$ cat config.mk
export PLATFORM = sky130hd
export DESIGN_NAME = fillrect_cmd
export DESIGN_NICKNAME = d
export VERILOG_FILES = /design/src/source/panel_pkg.sv /design/src/source/fillarea_walker.sv /design/src/source/fillrect_cmd.sv
export SDC_FILE = /design/constraint.sdc
export NUM_CORES = 1
export LEC_CHECK = 0
export ABC_CLOCK_PERIOD_IN_PS = 9600
export BUFFER_PORTS_ARGS = -buffer_cell sky130_fd_sc_hd__buf_2
export CORE_UTILIZATION = 45
export CTS_CLUSTER_SIZE = 8
export DETAILED_ROUTE_END_ITERATION = 7
export PLACE_DENSITY = 0.65
export RECOVER_POWER = 25
export SYNTH_ARGS = -nofsm -noshare
export SYNTH_HDL_FRONTEND = slang
export SYNTH_SLANG_ARGS = --single-unit
$ cat constraint.sdc
create_clock -name clk -period 9.6 [get_ports clk]
set_input_delay 1.44 -clock clk [delete_from_list [all_inputs] [get_ports clk]]
set_output_delay 1.44 -clock clk [all_outputs]
set_load 0.02 [all_outputs]
$ cat src/source/panel_pkg.sv
// ========================================
// Geometry is fixed at 320x32 RGB565; x1 and width travel as 16-bit MSB-first fields
// Row fields are one byte on the wire, so corners past the bottom edge still clip
// ========================================
`default_nettype none

package panel_pkg;

    localparam int PANEL_COLUMNS = 320;
    localparam int PANEL_ROWS = 32;
    localparam int BYTES_PER_PIXEL = 2;   // RGB565

    localparam int COL_BITS = 9;
    localparam int ROW_BITS = 5;

    localparam int COL_FIELD_BYTES = 2;
    localparam int COL_FIELD_BITS = 8 * COL_FIELD_BYTES;
    localparam int ROW_FIELD_BITS = 8;
    localparam int PIXEL_BITS = $clog2(BYTES_PER_PIXEL);

    // x1(2) y1(1) width(2) height(1) colour(2), multi-byte fields MSB first
    localparam int CMD_BYTES = 8;

    localparam int FB_DEPTH = PANEL_ROWS * PANEL_COLUMNS * BYTES_PER_PIXEL;
    localparam int FB_INDEX_BITS = $clog2(FB_DEPTH);

    typedef logic [COL_BITS-1:0] col_addr_t;
    typedef logic [ROW_BITS-1:0] row_addr_t;
    typedef logic [COL_FIELD_BITS-1:0] col_field_t;   // Wide enough to hold off-panel values
    typedef logic [ROW_FIELD_BITS-1:0] row_field_t;
    typedef logic [$clog2(COL_FIELD_BYTES)-1:0] col_byte_t;
    typedef logic [PIXEL_BITS-1:0] pixel_byte_t;
    typedef logic [FB_INDEX_BITS-1:0] fb_index_t;

    // Element BYTES_PER_PIXEL-1 holds the MSB byte of the colour
    typedef logic [BYTES_PER_PIXEL-1:0][7:0] color_t;

    typedef struct packed {
        row_addr_t   row;
        col_addr_t   col;
        pixel_byte_t pixel;
    } fb_addr_t;

    localparam col_byte_t COL_BYTE_FIRST = col_byte_t'(COL_FIELD_BYTES - 1);
    localparam pixel_byte_t PIXEL_BYTE_MSB = pixel_byte_t'(BYTES_PER_PIXEL - 1);

    // Linear byte offset of a framebuffer address
    function automatic fb_index_t fb_index(input fb_addr_t addr);
        int linear;
        linear = (int'(addr.row) * PANEL_COLUMNS + int'(addr.col)) * BYTES_PER_PIXEL
                 + int'(addr.pixel);
        return fb_index_t'(linear);
    endfunction

endpackage

`default_nettype wire

$ cat src/source/fillarea_walker.sv
// ========================================
// Fields must stay stable while walk_enable is high; needs a reset between fills
// ========================================
`default_nettype none

module fillarea_walker (
    input  logic                  clk,
    input  logic                  reset,
    input  logic                  walk_enable,
    input  panel_pkg::col_field_t x1,
    input  panel_pkg::row_field_t y1,
    input  panel_pkg::col_field_t width,
    input  panel_pkg::row_field_t height,
    input  panel_pkg::color_t     color,
    output logic                  write_enable,
    output panel_pkg::fb_addr_t   write_addr,
    output logic [7:0]            write_data,
    output logic                  ram_access_start,
    output logic                  walk_done
);

    typedef enum logic [1:0] {
        ST_IDLE,
        ST_ACCESS,
        ST_WRITE,
        ST_DONE
    } state_t;

    typedef logic [panel_pkg::COL_FIELD_BITS:0] col_sum_t;
    typedef logic [panel_pkg::ROW_FIELD_BITS:0] row_sum_t;
    typedef logic [panel_pkg::COL_BITS:0] col_end_t;
    typedef logic [panel_pkg::ROW_BITS:0] row_end_t;

    state_t                 state;
    col_sum_t               col_sum;
    row_sum_t               row_sum;
    col_end_t               col_end;
    row_end_t               row_end;
    logic                   fill_empty;
    panel_pkg::col_addr_t   col_start;
    panel_pkg::col_addr_t   col_last;
    panel_pkg::row_addr_t   row_last;
    panel_pkg::col_addr_t   col;
    panel_pkg::row_addr_t   row;
    panel_pkg::pixel_byte_t pix;
    logic                   last_byte;
    logic                   last_col;
    logic                   last_row;

    // Clipped exclusive bounds of the rectangle
    always_comb begin
        col_sum = {1'b0, x1} + {1'b0, width};
        row_sum = {1'b0, y1} + {1'b0, height};
        col_end = (col_sum > col_sum_t'(panel_pkg::PANEL_COLUMNS)) ?
                  col_end_t'(panel_pkg::PANEL_COLUMNS) : col_end_t'(col_sum);
        row_end = (row_sum > row_sum_t'(panel_pkg::PANEL_ROWS)) ?
                  row_end_t'(panel_pkg::PANEL_ROWS) : row_end_t'(row_sum);
        fill_empty = (x1 >= panel_pkg::col_field_t'(panel_pkg::PANEL_COLUMNS)) ||
                     (y1 >= panel_pkg::row_field_t'(panel_pkg::PANEL_ROWS)) ||
                     (width == '0) || (height == '0);
    end

    assign last_byte = pix == panel_pkg::PIXEL_BYTE_MSB;
    assign last_col  = col == col_last;
    assign last_row  = row == row_last;

    assign write_enable     = state == ST_WRITE;
    assign ram_access_start = state == ST_ACCESS;
    assign walk_done        = state == ST_DONE;
    assign write_addr       = {row, col, pix};
    assign write_data       = color[panel_pkg::PIXEL_BYTE_MSB - pix];   // MSB byte at offset 0

    always_ff @(posedge clk) begin
        if (reset) begin
            state <= ST_IDLE;
        end else begin
            case (state)
                ST_IDLE: begin
                    if (walk_enable) begin
                        col_start <= panel_pkg::col_addr_t'(x1);
                        col       <= panel_pkg::col_addr_t'(x1);
                        row       <= panel_pkg::row_addr_t'(y1);
                        pix       <= '0;
                        col_last  <= panel_pkg::col_addr_t'(col_end - 1'b1);
                        row_last  <= panel_pkg::row_addr_t'(row_end - 1'b1);
                        state     <= fill_empty ? ST_DONE : ST_ACCESS;
                    end
                end
                ST_ACCESS: state <= ST_WRITE;
                ST_WRITE: begin
                    if (!last_byte) begin
                        pix <= pix + 1'b1;
                    end else begin
                        pix <= '0;
                        if (!last_col) begin
                            col <= col + 1'b1;
                        end else begin
                            col <= col_start;   // Wrap to the clipped left edge
                            if (last_row) begin
                                state <= ST_DONE;
                            end else begin
                                row <= row + 1'b1;
                            end
                        end
                    end
                end
                ST_DONE: state <= ST_IDLE;
                default: state <= ST_IDLE;
            endcase
        end
    end

    write_in_panel: assert property (@(posedge clk) disable iff (reset)
        write_enable |-> (int'(write_addr.col) < panel_pkg::PANEL_COLUMNS) &&
                         (int'(write_addr.row) < panel_pkg::PANEL_ROWS));

endmodule

`default_nettype wire

$ cat src/source/fillrect_cmd.sv
// ========================================
// Bytes are taken only while ready_for_data is high, one command per fill
// done pulses two cycles after the walker finishes and input reopens one cycle later
// ========================================
`default_nettype none

module fillrect_cmd (
    input  logic                clk,
    input  logic                reset,
    input  logic [7:0]          data_in,
    input  logic                enable,
    output logic                ready_for_data,
    output logic                done,
    output logic                write_enable,
    output panel_pkg::fb_addr_t write_addr,
    output logic [7:0]          write_data,
    output logic                ram_access_start
);

    typedef enum logic [3:0] {
        ST_X1,
        ST_Y1,
        ST_WIDTH,
        ST_HEIGHT,
        ST_COLOR,
        ST_START,
        ST_RUNNING,
        ST_PREDONE,
        ST_DONE
    } state_t;

    state_t                 state;
    logic                   byte_take;
    logic                   walk_enable;
    logic                   walk_done;
    logic                   local_reset;
    panel_pkg::col_byte_t   field_cnt;
    panel_pkg::pixel_byte_t color_cnt;
    panel_pkg::col_field_t  x1;
    panel_pkg::col_field_t  width;
    panel_pkg::row_field_t  y1;
    panel_pkg::row_field_t  height;
    panel_pkg::color_t      color;

    assign byte_take = enable && ready_for_data;

    always_ff @(posedge clk) begin
        if (reset) begin
            state          <= ST_X1;
            ready_for_data <= 1'b1;
            done           <= 1'b0;
            walk_enable    <= 1'b0;
            local_reset    <= 1'b0;
            field_cnt      <= panel_pkg::COL_BYTE_FIRST;
            color_cnt      <= panel_pkg::PIXEL_BYTE_MSB;
        end else begin
            case (state)
                ST_X1: begin
                    if (byte_take) begin
                        x1[field_cnt*8 +: 8] <= data_in;   // MSB byte arrives first
                        if (field_cnt == '0) begin
                            field_cnt <= panel_pkg::COL_BYTE_FIRST;
                            state     <= ST_Y1;
                        end else begin
                            field_cnt <= field_cnt - 1'b1;
                        end
                    end
                end
                ST_Y1: begin
                    if (byte_take) begin
                        y1    <= data_in;
                        state <= ST_WIDTH;
                    end
                end
                ST_WIDTH: begin
                    if (byte_take) begin
                        width[field_cnt*8 +: 8] <= data_in;
                        if (field_cnt == '0) begin
                            field_cnt <= panel_pkg::COL_BYTE_FIRST;
                            state     <= ST_HEIGHT;
                        end else begin
                            field_cnt <= field_cnt - 1'b1;
                        end
                    end
                end
                ST_HEIGHT: begin
                    if (byte_take) begin
                        height <= data_in;
                        state  <= ST_COLOR;
                    end
                end
                ST_COLOR: begin
                    if (byte_take) begin
                        color[color_cnt] <= data_in;
                        if (color_cnt == '0) begin
                            color_cnt      <= panel_pkg::PIXEL_BYTE_MSB;
                            ready_for_data <= 1'b0;   // Closes on the last command byte
                            state          <= ST_START;
                        end else begin
                            color_cnt <= color_cnt - 1'b1;
                        end
                    end
                end
                ST_START: begin
                    walk_enable <= 1'b1;
                    state       <= ST_RUNNING;
                end
                ST_RUNNING: begin
                    if (walk_done) begin
                        walk_enable <= 1'b0;
                        local_reset <= 1'b1;   // Returns the walker to idle
                        state       <= ST_PREDONE;
                    end
                end
                ST_PREDONE: begin
                    local_reset <= 1'b0;
                    done        <= 1'b1;
                    state       <= ST_DONE;
                end
                ST_DONE: begin
                    done           <= 1'b0;
                    ready_for_data <= 1'b1;
                    x1             <= '0;
                    width          <= '0;
                    y1             <= '0;
                    height         <= '0;
                    color          <= '0;
                    state          <= ST_X1;
                end
                default: state <= ST_X1;
            endcase
        end
    end

    fillarea_walker walker_i (
        .clk              (clk),
        .reset            (reset || local_reset),
        .walk_enable      (walk_enable),
        .x1               (x1),
        .y1               (y1),
        .width            (width),
        .height           (height),
        .color            (color),
        .write_enable     (write_enable),
        .write_addr       (write_addr),
        .write_data       (write_data),
        .ram_access_start (ram_access_start),
        .walk_done        (walk_done)
    );

    done_single_pulse: assert property (@(posedge clk) disable iff (reset) done |=> !done);

endmodule

`default_nettype wire

==> run summary, run 1 <==
Post-synthesis sequential area ratio -> 49.6%
Max-slew violations -> 0
Internal power -> 1.11 mW
Number of remaining DRC errors -> 0
Critical R2R Capture -> walker_i.col_last[8]$_DFFE_PP_
Num CTS Buffers -> 17
Final Net Count -> 702
Cells after synthesis -> 623
Synth cell types -> 65
Sequential share of power -> 39.7%
Final setup viols -> 0
Crit path cell chain -> ha_1 > fa_1 > a21o_1 > a221oi_2 > o311a_1 > or3b_2 > o2111ai_1 > a2111oi_4 > nand4_1 > ha_1 > nand4_1 > xor2_1 > nand2b_1
Setup TNS -> 0 ps
Finished Cell Area -> 0.00763 sq mm
Fmax -> 0.248 GHz
Starting density of the core -> 46.0%
Final core utilization -> 52.7%
Slowest CP cell -> a2111oi_4
Final worst-path cycle share -> 42.0%
Top fanout value on the critical path -> 7
Worst reg2reg startpoint -> width[0]$_SDFFCE_PP0P_
Combinational cell fraction of total power -> 16.7%
Hold path depth -> 1
Mapped Nets -> 668
Die Width -> 124 um
Overflow after GRT -> 0
Placer congestion estimate -> 0.832
Hold EP -> done$_SDFFE_PP0P_
M2 GR Usage -> 33.0%
Dpl hpwl -> 10400 um
# port buffers -> 37
Min-delay src -> done$_SDFFE_PP0P_
R2R depth -> 13
Global-route wire length before repair -> 23400 um
Cell area after synthesis -> 0.00666 sq mm
Clock power share -> 43.6%
Core area -> 0.0145 sq mm
Tmin final -> 4030 ps
Worst hold path type -> register to register
Routed WL -> 14600 um
Rows -> 44
Crit end category -> register
Syn_area_per_cell -> 10.7 sq um
Reg clk slew, reported paths -> 60 ps
Met3 Track Usage GR -> 5.22%
DP Area -> 0.00703 sq mm
Asr flop ratio synth -> 0%
NetSw -> 0.392 mW
Layout cell share with drive strength beyond 1 -> 16.0%
Setup slack, reg-to-reg -> 5570 ps
Clock Tree Buf Depth -> 2
Most used DFF post-synth -> edfxtp_1
Detailed-router iteration count before antenna repair -> 6
Antenna viol nets, final -> 0
Worst setup SP type -> register
Worst Path Class, Setup -> register to register
Worst Tran Pin Value -> 1420 ps
EDFF count, synth -> 102
Multi-input logic area -> 0.00319 sq mm
P&R area growth vs syn -> 14.7%
Starting DRC count in detailed routing -> 265
Die ar. -> 0.0153 sq mm
Clk_lat worst skew -> 410 ps
Worst slack, placed -> 5610 ps
MaxCap Viol Count -> 0
Worst EP required -> 9760 ps
Pwr Density -> 196 mW/mm^2
Via density -> 5.63
Final WS setup -> 5570 ps
Antenna cells -> 0
P_leak -> 2.83 nW
RSZ-0062 raised after global routing -> false
FILL cells -> 1275
H-tree lvl count -> 4
Total clock sinks -> 114
WP data arrival -> 4190 ps
Largest net degree at the start of global routing -> 50
Most Used Layer, Global Route -> met2
Max-slew headroom -> 4.51%
Fin. Hold Viols -> 0
Warnings, synthesis -> 0
Met1 Usage GRT -> 26.2%
DR WL/cell -> 17.1 um
CP peak stage delay -> 510 ps
Clk_skew -> 5.35 ps
Seq cells post-synth -> 114
Total track usage -> 20.4%
Boundary pin count -> 38
Die height -> 124 um
Initial antenna violation count -> 0
FF/Latch Area -> 0.00330 sq mm
CTS tree -> built
Outcome -> finished clean
Setup bufs post-CTS -> 0
Via count of the routed design -> 4810
CTS Root Cell -> clkbuf_16
Switching share of total power -> 26.2%
Post-CTS sizing -> 0
Cts hold-fix bufs -> 0
Peak VDD IR -> 0.0979 mV
Number of global-route vias before repair -> 4656
worst max-delay path: cells and delay by family (launching register included):
family,cells,cell delay [ps]
flip-flops,1,430
XOR/XNOR,1,180
AND/OR/NAND/NOR,4,570
adder cells (fa/ha/maj),3,980
AO/OA/AOI/OAI,5,1620
how the worst max path moves through the flow:
stage / start / end / slack [ps] / cells after the start
floorplan: reset / walker_i.col_last[0]$_DFFE_PP_ / 5700 / 3
global placement: x1[0]$_SDFFCE_PP0P_ / walker_i.col_last[8]$_DFFE_PP_ / 5810 / 13
detailed placement: width[0]$_SDFFCE_PP0P_ / walker_i.col_last[8]$_DFFE_PP_ / 5610 / 13
CTS: width[0]$_SDFFCE_PP0P_ / walker_i.col_last[8]$_DFFE_PP_ / 5610 / 13
global route: width[0]$_SDFFCE_PP0P_ / walker_i.col_last[8]$_DFFE_PP_ / 5360 / 13
finish: width[0]$_SDFFCE_PP0P_ / walker_i.col_last[8]$_DFFE_PP_ / 5570 / 13
Yosys cell counts, types with 3 or more instances:
master | instances | area share (%)
edfxtp_1 | 102 | 46
a21oi_1 | 57 | 4.3
nand2_1 | 54 | 3.0
nor2_1 | 45 | 2.5
ha_1 | 32 | 6.0
nand2b_1 | 31 | 2.9
xnor2_1 | 24 | 3.2
clkbuf_1 | 21 | 1.2
mux2i_1 | 20 | 3.0
o21ai_0 | 20 | 1.5
nand3_1 | 19 | 1.4
nor3_1 | 19 | 1.4
inv_1 | 18 | 1.0
xor2_1 | 18 | 2.4
mux2_2 | 17 | 2.9
nor4_1 | 15 | 1.4
dfxtp_1 | 12 | 3.6
nand4_1 | 11 | 1.0
nor2b_1 | 11 | 1.0
a21o_1 | 8 | 0.90
a31oi_1 | 5 | 0.47
buf_1 | 5 | 0.28
o21a_1 | 3 | 0.34
o31ai_1 | 3 | 0.34
or3_1 | 3 | 0.28
routing by layer:
layer / routed length, um / vias up
li1: - / 2374
met4: 272 / 0
met1: 6750 / 2305
met3: 564 / 18
met2: 7050 / 113
met5: 0 / -
power groups by stage:
stage	Sequential (mW)	Clock, mW	Combinational, mW
4_1_cts	0.594	0.660	0.252
2_1_floorplan	0.597	0	0.195
6_report	0.594	0.653	0.250
5_1_grt	0.596	0.683	0.277
3_5_place_dp	0.604	0	0.250
3_3_place_gp	0.602	0	0.242
metrics by stage:
| step | instances | hold slack [ps] | total power, mW |
|---|---|---|---|
| finish | 854 | 442 | 1.50 |
| global route | 854 | 479 | 1.56 |
| CTS | 854 | 449 | 1.51 |
| detailed placement | 822 | 437 | 0.853 |
| global placement | 822 | 430 | 0.845 |
| floorplan | 623 | 474 | 0.793 |
state kept, by name, indices dropped and copies added, names as in the netlist, 8 cells and up:
signal	count
walker_i.col_start	9
width	16
walker_i.col	9
color	16
walker_i.col_last	9
x1	16
y1	8
height	8
area by class of cell:
| type | instances | area share (%) |
|---|---|---|
| Clock buffer | 17 | 5.57 |
| Clock inverter | 15 | 2.51 |
| Inverter | 18 | 0.885 |
| Multi-Input combinational cell | 462 | 41.8 |
| Sequential cell | 114 | 43.3 |
| Tap cell | 184 | 3.02 |
| Timing Repair Buffer | 44 | 2.95 |
placed cells by master (no fill, tap or decap), types with 3 or more instances in the layout:
| master | Yosys | routed |
|---|---|---|
| clkinv_4 | 0 | 3 |
| buf_2 | 0 | 36 |
| mux2_2 | 17 | 17 |
| nand3_1 | 19 | 19 |
| o21ai_0 | 20 | 20 |
| inv_1 | 18 | 18 |
| nor3_1 | 19 | 18 |
| buf_4 | 2 | 4 |
| edfxtp_1 | 102 | 102 |
| nor2b_1 | 11 | 11 |
| nand4_1 | 11 | 11 |
| xor2_1 | 18 | 18 |
| a21o_1 | 8 | 8 |
| a21oi_1 | 57 | 57 |
| a31oi_1 | 5 | 5 |
| clkbuf_16 | 0 | 17 |
| clkinv_2 | 0 | 3 |
| nand2_1 | 54 | 54 |
| nand2b_1 | 31 | 31 |
| nor2_1 | 45 | 45 |
| nor4_1 | 15 | 13 |
| mux2i_1 | 20 | 20 |
| clkbuf_1 | 21 | 4 |
| o31ai_1 | 3 | 3 |
| o21a_1 | 3 | 3 |
| ha_1 | 32 | 32 |
| xnor2_1 | 24 | 24 |
| clkinvlp_4 | 0 | 3 |
| dfxtp_1 | 12 | 12 |
| or3_1 | 3 | 3 |
| bufinv_16 | 0 | 4 |
cell families after synthesis:
logic type | synth area share (%)
AOI/OAI and AO/OA | 12.3
muxes | 5.88
buffers and inverters | 2.82
and+or+nand+nor | 17.0
adders and majority gates | 6.62
xor gates and xnor gates | 5.77
DFF | 49.6
No activity file was read; power rests on OpenSTA's default activity.
==> inputs of run 2 (changes only) <==
--- a/config.mk
+++ b/config.mk
@@ -5,7 +5,7 @@
 export SDC_FILE = /design/constraint.sdc
 export NUM_CORES = 1
 export LEC_CHECK = 0
-export ABC_CLOCK_PERIOD_IN_PS = 9600
+export ABC_CLOCK_PERIOD_IN_PS = 3900
 export BUFFER_PORTS_ARGS = -buffer_cell sky130_fd_sc_hd__buf_2
 export CORE_UTILIZATION = 45
 export CTS_CLUSTER_SIZE = 8
==> constraint.sdc (replaced) <==
create_clock -name clk -period 3.9 [get_ports clk]
set_input_delay 0.585 -clock clk [delete_from_list [all_inputs] [get_ports clk]]
set_output_delay 0.585 -clock clk [all_outputs]
set_load 0.02 [all_outputs]
==> run 2 against run 1 <==
Against the previous run: cell count increased by 0.23%; sequential power increased by 150%; combinational power increased by 150%; clock power increased by 130%; non-clock buffer count increased by 3; clock-buffer cell count increased by 1; die area unchanged; highest routed layer unchanged; global-route usage decreased by 0.47 points; worst hold slack improved by 8.5 ps; via count increased by 1.4%; largest cell class unchanged; critical path depth decreased by 2.
==> run summary, run 2 (synthesis results as in run 1) <==
Routed WL -> 14500 um (-0.96%)
Max-slew violations -> 0 (unchanged)
Overflow after GRT -> 0 (unchanged)
Via density -> 5.70 (+1.1%)
Die height -> 124 um (unchanged)
Peak VDD IR -> 0.364 mV (+270%)
Final setup viols -> 0 (unchanged)
Antenna viol nets, final -> 0 (unchanged)
Final worst-path cycle share -> 92.0% (+50 points)
Final core utilization -> 52.7% (about the same)
Tmin final -> 3590 ps (-446 ps)
Worst Tran Pin Value -> 1360 ps (-59.8 ps)
Max-slew headroom -> 9.23% (+4.7 points)
Fmax -> 0.279 GHz (+12%)
Most frequent cells in the layout -> edfxtp_1 (102), a21oi_1 (56), nand2_1 (54), nor2_1 (45), nand2b_1 (31)
Biggest regs -> color x16, width x16, x1 x16
# port buffers -> 37 (unchanged)
Total clock sinks -> 114 (unchanged)
CP top delay family -> compound AO/OA/AOI/OAI gates
Final Net Count -> 705 (+0.43%)
Worst Path Class, Setup -> register to register
Antenna cells -> 0 (unchanged)
P_leak -> 2.81 nW (-0.92%)
Rows -> 44 (unchanged)
Most common cell after layout, fill and taps aside -> edfxtp_1
Num CTS Buffers -> 17 (unchanged)
Cts hold-fix bufs -> 0 (unchanged)
Die ar. -> 0.0153 sq mm (unchanged)
Die Width -> 124 um (unchanged)
Core area -> 0.0145 sq mm (unchanged)
Worst EP required -> 4070 ps (-5690 ps)
Clock Tree Buf Depth -> 2 (unchanged)
Reg clk slew, reported paths -> 50 ps (about the same)
Detailed-router iteration count before antenna repair -> 5 (-1)
Clk_skew -> 5.89 ps (+0.544 ps)
Largest net degree at the start of global routing -> 50 (unchanged)
Placer congestion estimate -> 0.810 (-2.6%)
Via count of the routed design -> 4876 (+1.4%)
Worst setup SP type -> register
Setup TNS -> 0 ps (unchanged)
Fin. Hold Viols -> 0 (unchanged)
Placed insts -> 823 (+0.12%)
Worst hold path type -> register to register
CP peak stage delay -> 440 ps (-70 ps)
MaxCap Viol Count -> 0 (unchanged)
Top fanout value on the critical path -> 7 (unchanged)
Global-route wire length before repair -> 23100 um (-1.5%)
Starting DRC count in detailed routing -> 265 (unchanged)
H-tree lvl count -> 4 (unchanged)
Final hold slack -> 451 ps (+8.48 ps)
Number of remaining DRC errors -> 0 (unchanged)
Total track usage -> 19.9% (-0.47 points)
CTS Root Cell -> clkbuf_16
Crit path cell chain -> ha_2 > a21o_1 > a31o_1 > or3_4 > a2111oi_4 > o22ai_2 > a2111oi_4 > nand4_1 > ha_2 > a41oi_1 > o21ba_1
Initial antenna violation count -> 0 (unchanged)
Number of global-route vias before repair -> 4621 (-0.75%)
Post-route insts no fill -> 856 (+0.23%)
WP buf/inv -> 0 (unchanged)
Crit end category -> register
Boundary pin count -> 38 (unchanged)
CTS tree -> built
Slowest CP cell -> edfxtp_1
WP data arrival -> 3750 ps (-440 ps)
Clk_lat worst skew -> 410 ps (about the same)
Pwr Density -> 472 mW/mm^2 (+140%)
Outcome -> finished clean
Layout cell share with drive strength beyond 1 -> 14.9% (-1.1 points)
Dpl hpwl -> 10200 um (-2.5%)
Starting density of the core -> 46.0% (unchanged)
DR WL/cell -> 16.9 um (-1.2%)
RSZ-0062 raised after global routing -> false
P&R area growth vs syn -> 14.6% (about the same)
run 2: path summary, 6_finish.rpt:
path,startpoint,to,slack (ps),cells after the start
max reg2reg,x1[4]$_SDFFCE_PP0P_,walker_i.col_last[4]$_DFFE_PP_,310,11
min,done$_SDFFE_PP0P_,done$_SDFFE_PP0P_,450,1
max,x1[4]$_SDFFCE_PP0P_,walker_i.col_last[4]$_DFFE_PP_,310,11
min reg2reg,done$_SDFFE_PP0P_,done$_SDFFE_PP0P_,450,1
run 2: worst register-to-register path: cells and delay by family (launching register included):
family	cells	cell delay, ps
and+or+nand+nor	2	550
adders and majority gates	2	600
DFF	1	440
AOI/OAI and AO/OA	7	1750
run 2: cell type report:
type | count | area, sq um
Clock buffer | 18 | 429
Timing Repair Buffer | 47 | 234
Multi-Input combinational cell | 462 | 3220
Fill cell | 1270 | 6850
Sequential cell | 114 | 3300
Tap cell | 184 | 230
Inverter | 18 | 67.6
Clock inverter | 13 | 144
run 2: stage by stage:
stage | total power [mW] | cell area, sq um | setup slack (ps)
after global placement | 2.08 | 7040 | 286
after floorplan | 1.95 | 6660 | 352
after global routing | 3.75 | 7630 | 81.5
after detailed placement | 2.10 | 7040 | 159
after CTS | 3.61 | 7610 | 160
final | 3.60 | 7630 | 312
run 2: power breakdown:
part	switching, mW	internal (mW)	leakage (nW)
Sequential	0.0530	1.41	1.02
Clock	0.531	0.987	0.282
Combinational	0.364	0.260	1.51
run 2: metal layers:
| metal | up-vias | GRT usage (%) | wire, um | part of all wire (%) |
|---|---|---|---|---|
| met2 | 107 | 32.5 | 7010 | 48 |
| met1 | 2378 | 25.9 | 6680 | 46 |
| met4 | 0 | 6.25 | 205 | 1.4 |
| met5 | - | 0 | 0 | 0 |
| met3 | 18 | 5.04 | 597 | 4.1 |
| li1 | 2373 | - | - | - |
run 2: repair_timing:
action,4_1_cts,5_1_grt
setup buffers,0,2
endpoints found under the setup margin,0,3
endpoints found under the hold margin,0,0
resized for setup,0,5
==> inputs of run 3 (changes only) <==
--- a/config.mk
+++ b/config.mk
@@ -14,4 +14,5 @@
 export RECOVER_POWER = 25
 export SYNTH_ARGS = -nofsm -noshare
 export SYNTH_HDL_FRONTEND = slang
+export SYNTH_HIERARCHICAL = 1
 export SYNTH_SLANG_ARGS = --single-unit
==> run 3 against run 2 <==
Against the previous run: global-route usage is 0.096 points higher; the flow now finishes with violations (design-rule violations); final area is 4.2% higher; fmax is 1.9% lower; synthesized cell count is 2.4% higher.
==> run summary, run 3 <==
CTS Root Cell -> clkbuf_16
Via density -> 5.64 (-0.96%)
Worst Path Class, Setup -> register to register
Setup TNS -> 0 ps (unchanged)
Post-synth top area cell -> edfxtp_1
Rows -> 44 (unchanged)
Die ar. -> 0.0157 sq mm (+3.0%)
Max-slew headroom -> 12.8% (+3.6 points)
Global-route wire length before repair -> 24400 um (+6.0%)
Critical R2R Capture -> walker_i/col_last[8]$_DFFE_PP_
R2R depth -> 16 (+5)
Number of global-route vias before repair -> 4764 (+3.1%)
Post-synth top cells -> edfxtp_1 (102), a21oi_1 (66), nor2_1 (53), nand2_1 (47), nand2b_1 (33)
EDFF count, synth -> 102 (unchanged)
Number of remaining DRC errors -> 4 (+4)
DP Area -> 0.00725 sq mm (+3.0%)
Routed wl met2 -> 7150 um (+1.9%)
Post-synth top area share -> 44.6% (-1.4 points)
CTS tree -> built
Clk_skew -> 12.0 ps (+6.14 ps)
Worst hold path type -> register to register
Routed WL -> 15300 um (+5.3%)
Final worst-path cycle share -> 93.8% (+1.8 points)
P&R area growth vs syn -> 15.9%
Post-synthesis sequential area ratio -> 48.1% (-1.5 points)
Most used DFF post-synth -> edfxtp_1
Cts hold-fix bufs -> 0 (unchanged)
Min-delay src -> local_reset$_SDFFE_PP0P_
Asr flop ratio synth -> 0% (unchanged)
P_leak -> 3.03 nW (+7.8%)
Num CTS Buffers -> 17 (unchanged)
Dpl hpwl -> 10600 um (+3.6%)
Final setup viols -> 0 (unchanged)
WP data arrival -> 3790 ps (+40 ps)
Top Metal Used -> met4
Initial antenna violation count -> 0 (unchanged)
Warnings, synthesis -> 6 (+6)
Worst reg2reg startpoint -> width[0]$_SDFFCE_PP0P_
Antenna viol nets, final -> 0 (unchanged)
Starting DRC count in detailed routing -> 357 (+35%)
Total track usage -> 20.0% (+0.096 points)
Fmax -> 0.273 GHz (-1.9%)
Final Net Count -> 729 (+3.4%)
Fin. Hold Viols -> 0 (unchanged)
Biggest regs -> color x16, width x16, x1 x16
Die Width -> 125 um (+1.5%)
Worst Tran Pin Value -> 1310 ps (-54.3 ps)
Die height -> 125 um (+1.5%)
Worst setup SP type -> register
Largest net degree at the start of global routing -> 51 (+2.0%)
Tmin final -> 3660 ps (+70.2 ps)
Synth cell types -> 74 (+14%)
Core area -> 0.0147 sq mm (+1.5%)
Most common cell after layout, fill and taps aside -> edfxtp_1
MaxCap Viol Count -> 0 (unchanged)
Setup crit start -> width[0]$_SDFFCE_PP0P_
Overflow after GRT -> 0 (unchanged)
Starting density of the core -> 46.7% (+0.69 points)
Setup slack, reg-to-reg -> 240 ps (-70 ps)
Worst EP required -> 4030 ps (-40 ps)
Hold EP -> local_reset$_SDFFE_PP0P_
Crit end category -> register
Pwr Density -> 474 mW/mm^2 (+0.32%)
Count leader, synth -> edfxtp_1
Placed insts -> 843 (+2.4%)
# port buffers -> 37 (unchanged)
Most frequent cells in the layout -> edfxtp_1 (102), a21oi_1 (66), nor2_1 (51), nand2_1 (47), nand2b_1 (33)
Clk_lat worst skew -> 420 ps (about the same)
Finished Cell Area -> 0.00795 sq mm (+4.2%)
Peak VDD IR -> 0.427 mV (+17%)
Mapped Nets -> 683 (+2.2%)
M1 WL -> 7260 um (+8.8%)
Hold path depth -> 2 (+1)
Met3 WL -> 626 um (+4.9%)
Total clock sinks -> 114 (unchanged)
Antenna cells -> 0 (unchanged)
Top cells by area, synth -> edfxtp_1 (45%), ha_1 (5.8%), a21oi_1 (4.8%)
Outcome -> finished with violations
Max-slew violations -> 0 (unchanged)
Syn_area_per_cell -> 10.8 sq um (+0.62%)
Clock Tree Buf Depth -> 2 (unchanged)
Post-route insts no fill -> 881 (+2.9%)
Failing checks -> design-rule violations
Placer congestion estimate -> 0.826 (+2.0%)
Boundary pin count -> 38 (unchanged)
Cell area after synthesis -> 0.00686 sq mm (+3.0%)
Final hold slack -> 469 ps (+18.7 ps)
H-tree lvl count -> 4 (unchanged)
Cells after synthesis -> 638 (+2.4%)
Reg clk slew, reported paths -> 50 ps (about the same)
Top fanout value on the critical path -> 4 (-3)
Detailed-router iteration count before antenna repair -> 7 (+2)
DR WL/cell -> 17.3 um (+2.3%)
Layout cell share with drive strength beyond 1 -> 16.6% (+1.8 points)
Via count of the routed design -> 4970 (+1.9%)
Seq cells post-synth -> 114 (unchanged)
==> run 3: changes by cell type in the layout (fill, tap and decap cells not counted), moves of 5 or more <==
cell,before,now
nand2_1,54,47
xor2_1,18,25
xnor2_1,24,18
a21oi_1,56,66
nor2_1,45,51
nand3b_1,0,5
o21ai_0,20,12
buf_4,8,17
==> run 3: layout make-up <==
| class | instances | area (sq um) |
|---|---|---|
| Tap cell | 184 | 230 |
| Fill cell | 1276 | 6750 |
| Inverter | 20 | 75.1 |
| Clock buffer | 21 | 480 |
| Multi-Input combinational cell | 473 | 3350 |
| Timing Repair Buffer | 58 | 308 |
| Sequential cell | 114 | 3300 |
| Clock inverter | 11 | 204 |
==> run 3: cells by family (layout without fill, tap and decap cells) <==
| kind of cell | Yosys count | after routing | synth area share, % |
|---|---|---|---|
| adder cells (fa/ha/maj) | 34 | 34 | 6.42 |
| AO/OA/AOI/OAI | 131 | 131 | 12.9 |
| flip-flops | 114 | 114 | 48.1 |
| buffers and inverters | 51 | 110 | 3.48 |
| multiplexers | 37 | 37 | 5.73 |
| AND/OR/NAND/NOR | 228 | 228 | 17.8 |
| XOR/XNOR | 43 | 43 | 5.49 |
==> run 3: how the worst max path moves through the flow <==
stage | to | cells after the start
floorplan | walker_i/col_last[8]$_DFFE_PP_ | 17
global placement | walker_i/col_last[8]$_DFFE_PP_ | 16
detailed placement | walker_i/col_last[8]$_DFFE_PP_ | 16
CTS | walker_i/col_last[8]$_DFFE_PP_ | 16
global route | walker_i/col_last[8]$_DFFE_PP_ | 15
finish | walker_i/col_last[8]$_DFFE_PP_ | 16
==> run 3: critical path: stages, from the launching register on <==
cell,delay [ps]
edfxtp_1,410
ha_2,220
fa_2,370
a211oi_4,310
o31ai_4,150
o21ai_2,220
o22ai_1,110
a211o_1,340
nor4_4,160
and2_4,200
nand3_1,100
ha_1,230
nand2_1,60
nor3_1,50
and3_1,190
xor2_1,130
nand3_1,110
==> run 3: power by group <==
group	switching [mW]	internal (mW)	leakage [nW]	total [mW]
clock	0.525	1.26	0.340	1.78
combinational	0.324	0.223	1.67	0.547
sequential	0.0439	1.39	1.02	1.44
total	0.893	2.87	3.03	3.77
==> run 3: metal layers <==
| metal | vias to the layer above | track usage, % |
|---|---|---|
| met2 | 122 | 32.0 |
| met4 | 0 | 7.82 |
| met5 | - | 0 |
| met1 | 2381 | 26.8 |
| met3 | 17 | 3.94 |
| li1 | 2450 | - |
==> run 3: stage by stage <==
stage,setup slack [ps],utilization (%),power [mW]
detailed placement,72.9,49.3,2.00
finish,242,54.1,3.77
global route,-18.3,54.1,3.89
CTS,68.6,54.0,3.78
floorplan,197,-,1.86
global placement,212,49.3,1.97
==> run 3: timing repair <==
action	in CTS	in global routing
resized for setup	0	7
endpoints found under the setup margin	0	3
buffers inserted	0	6
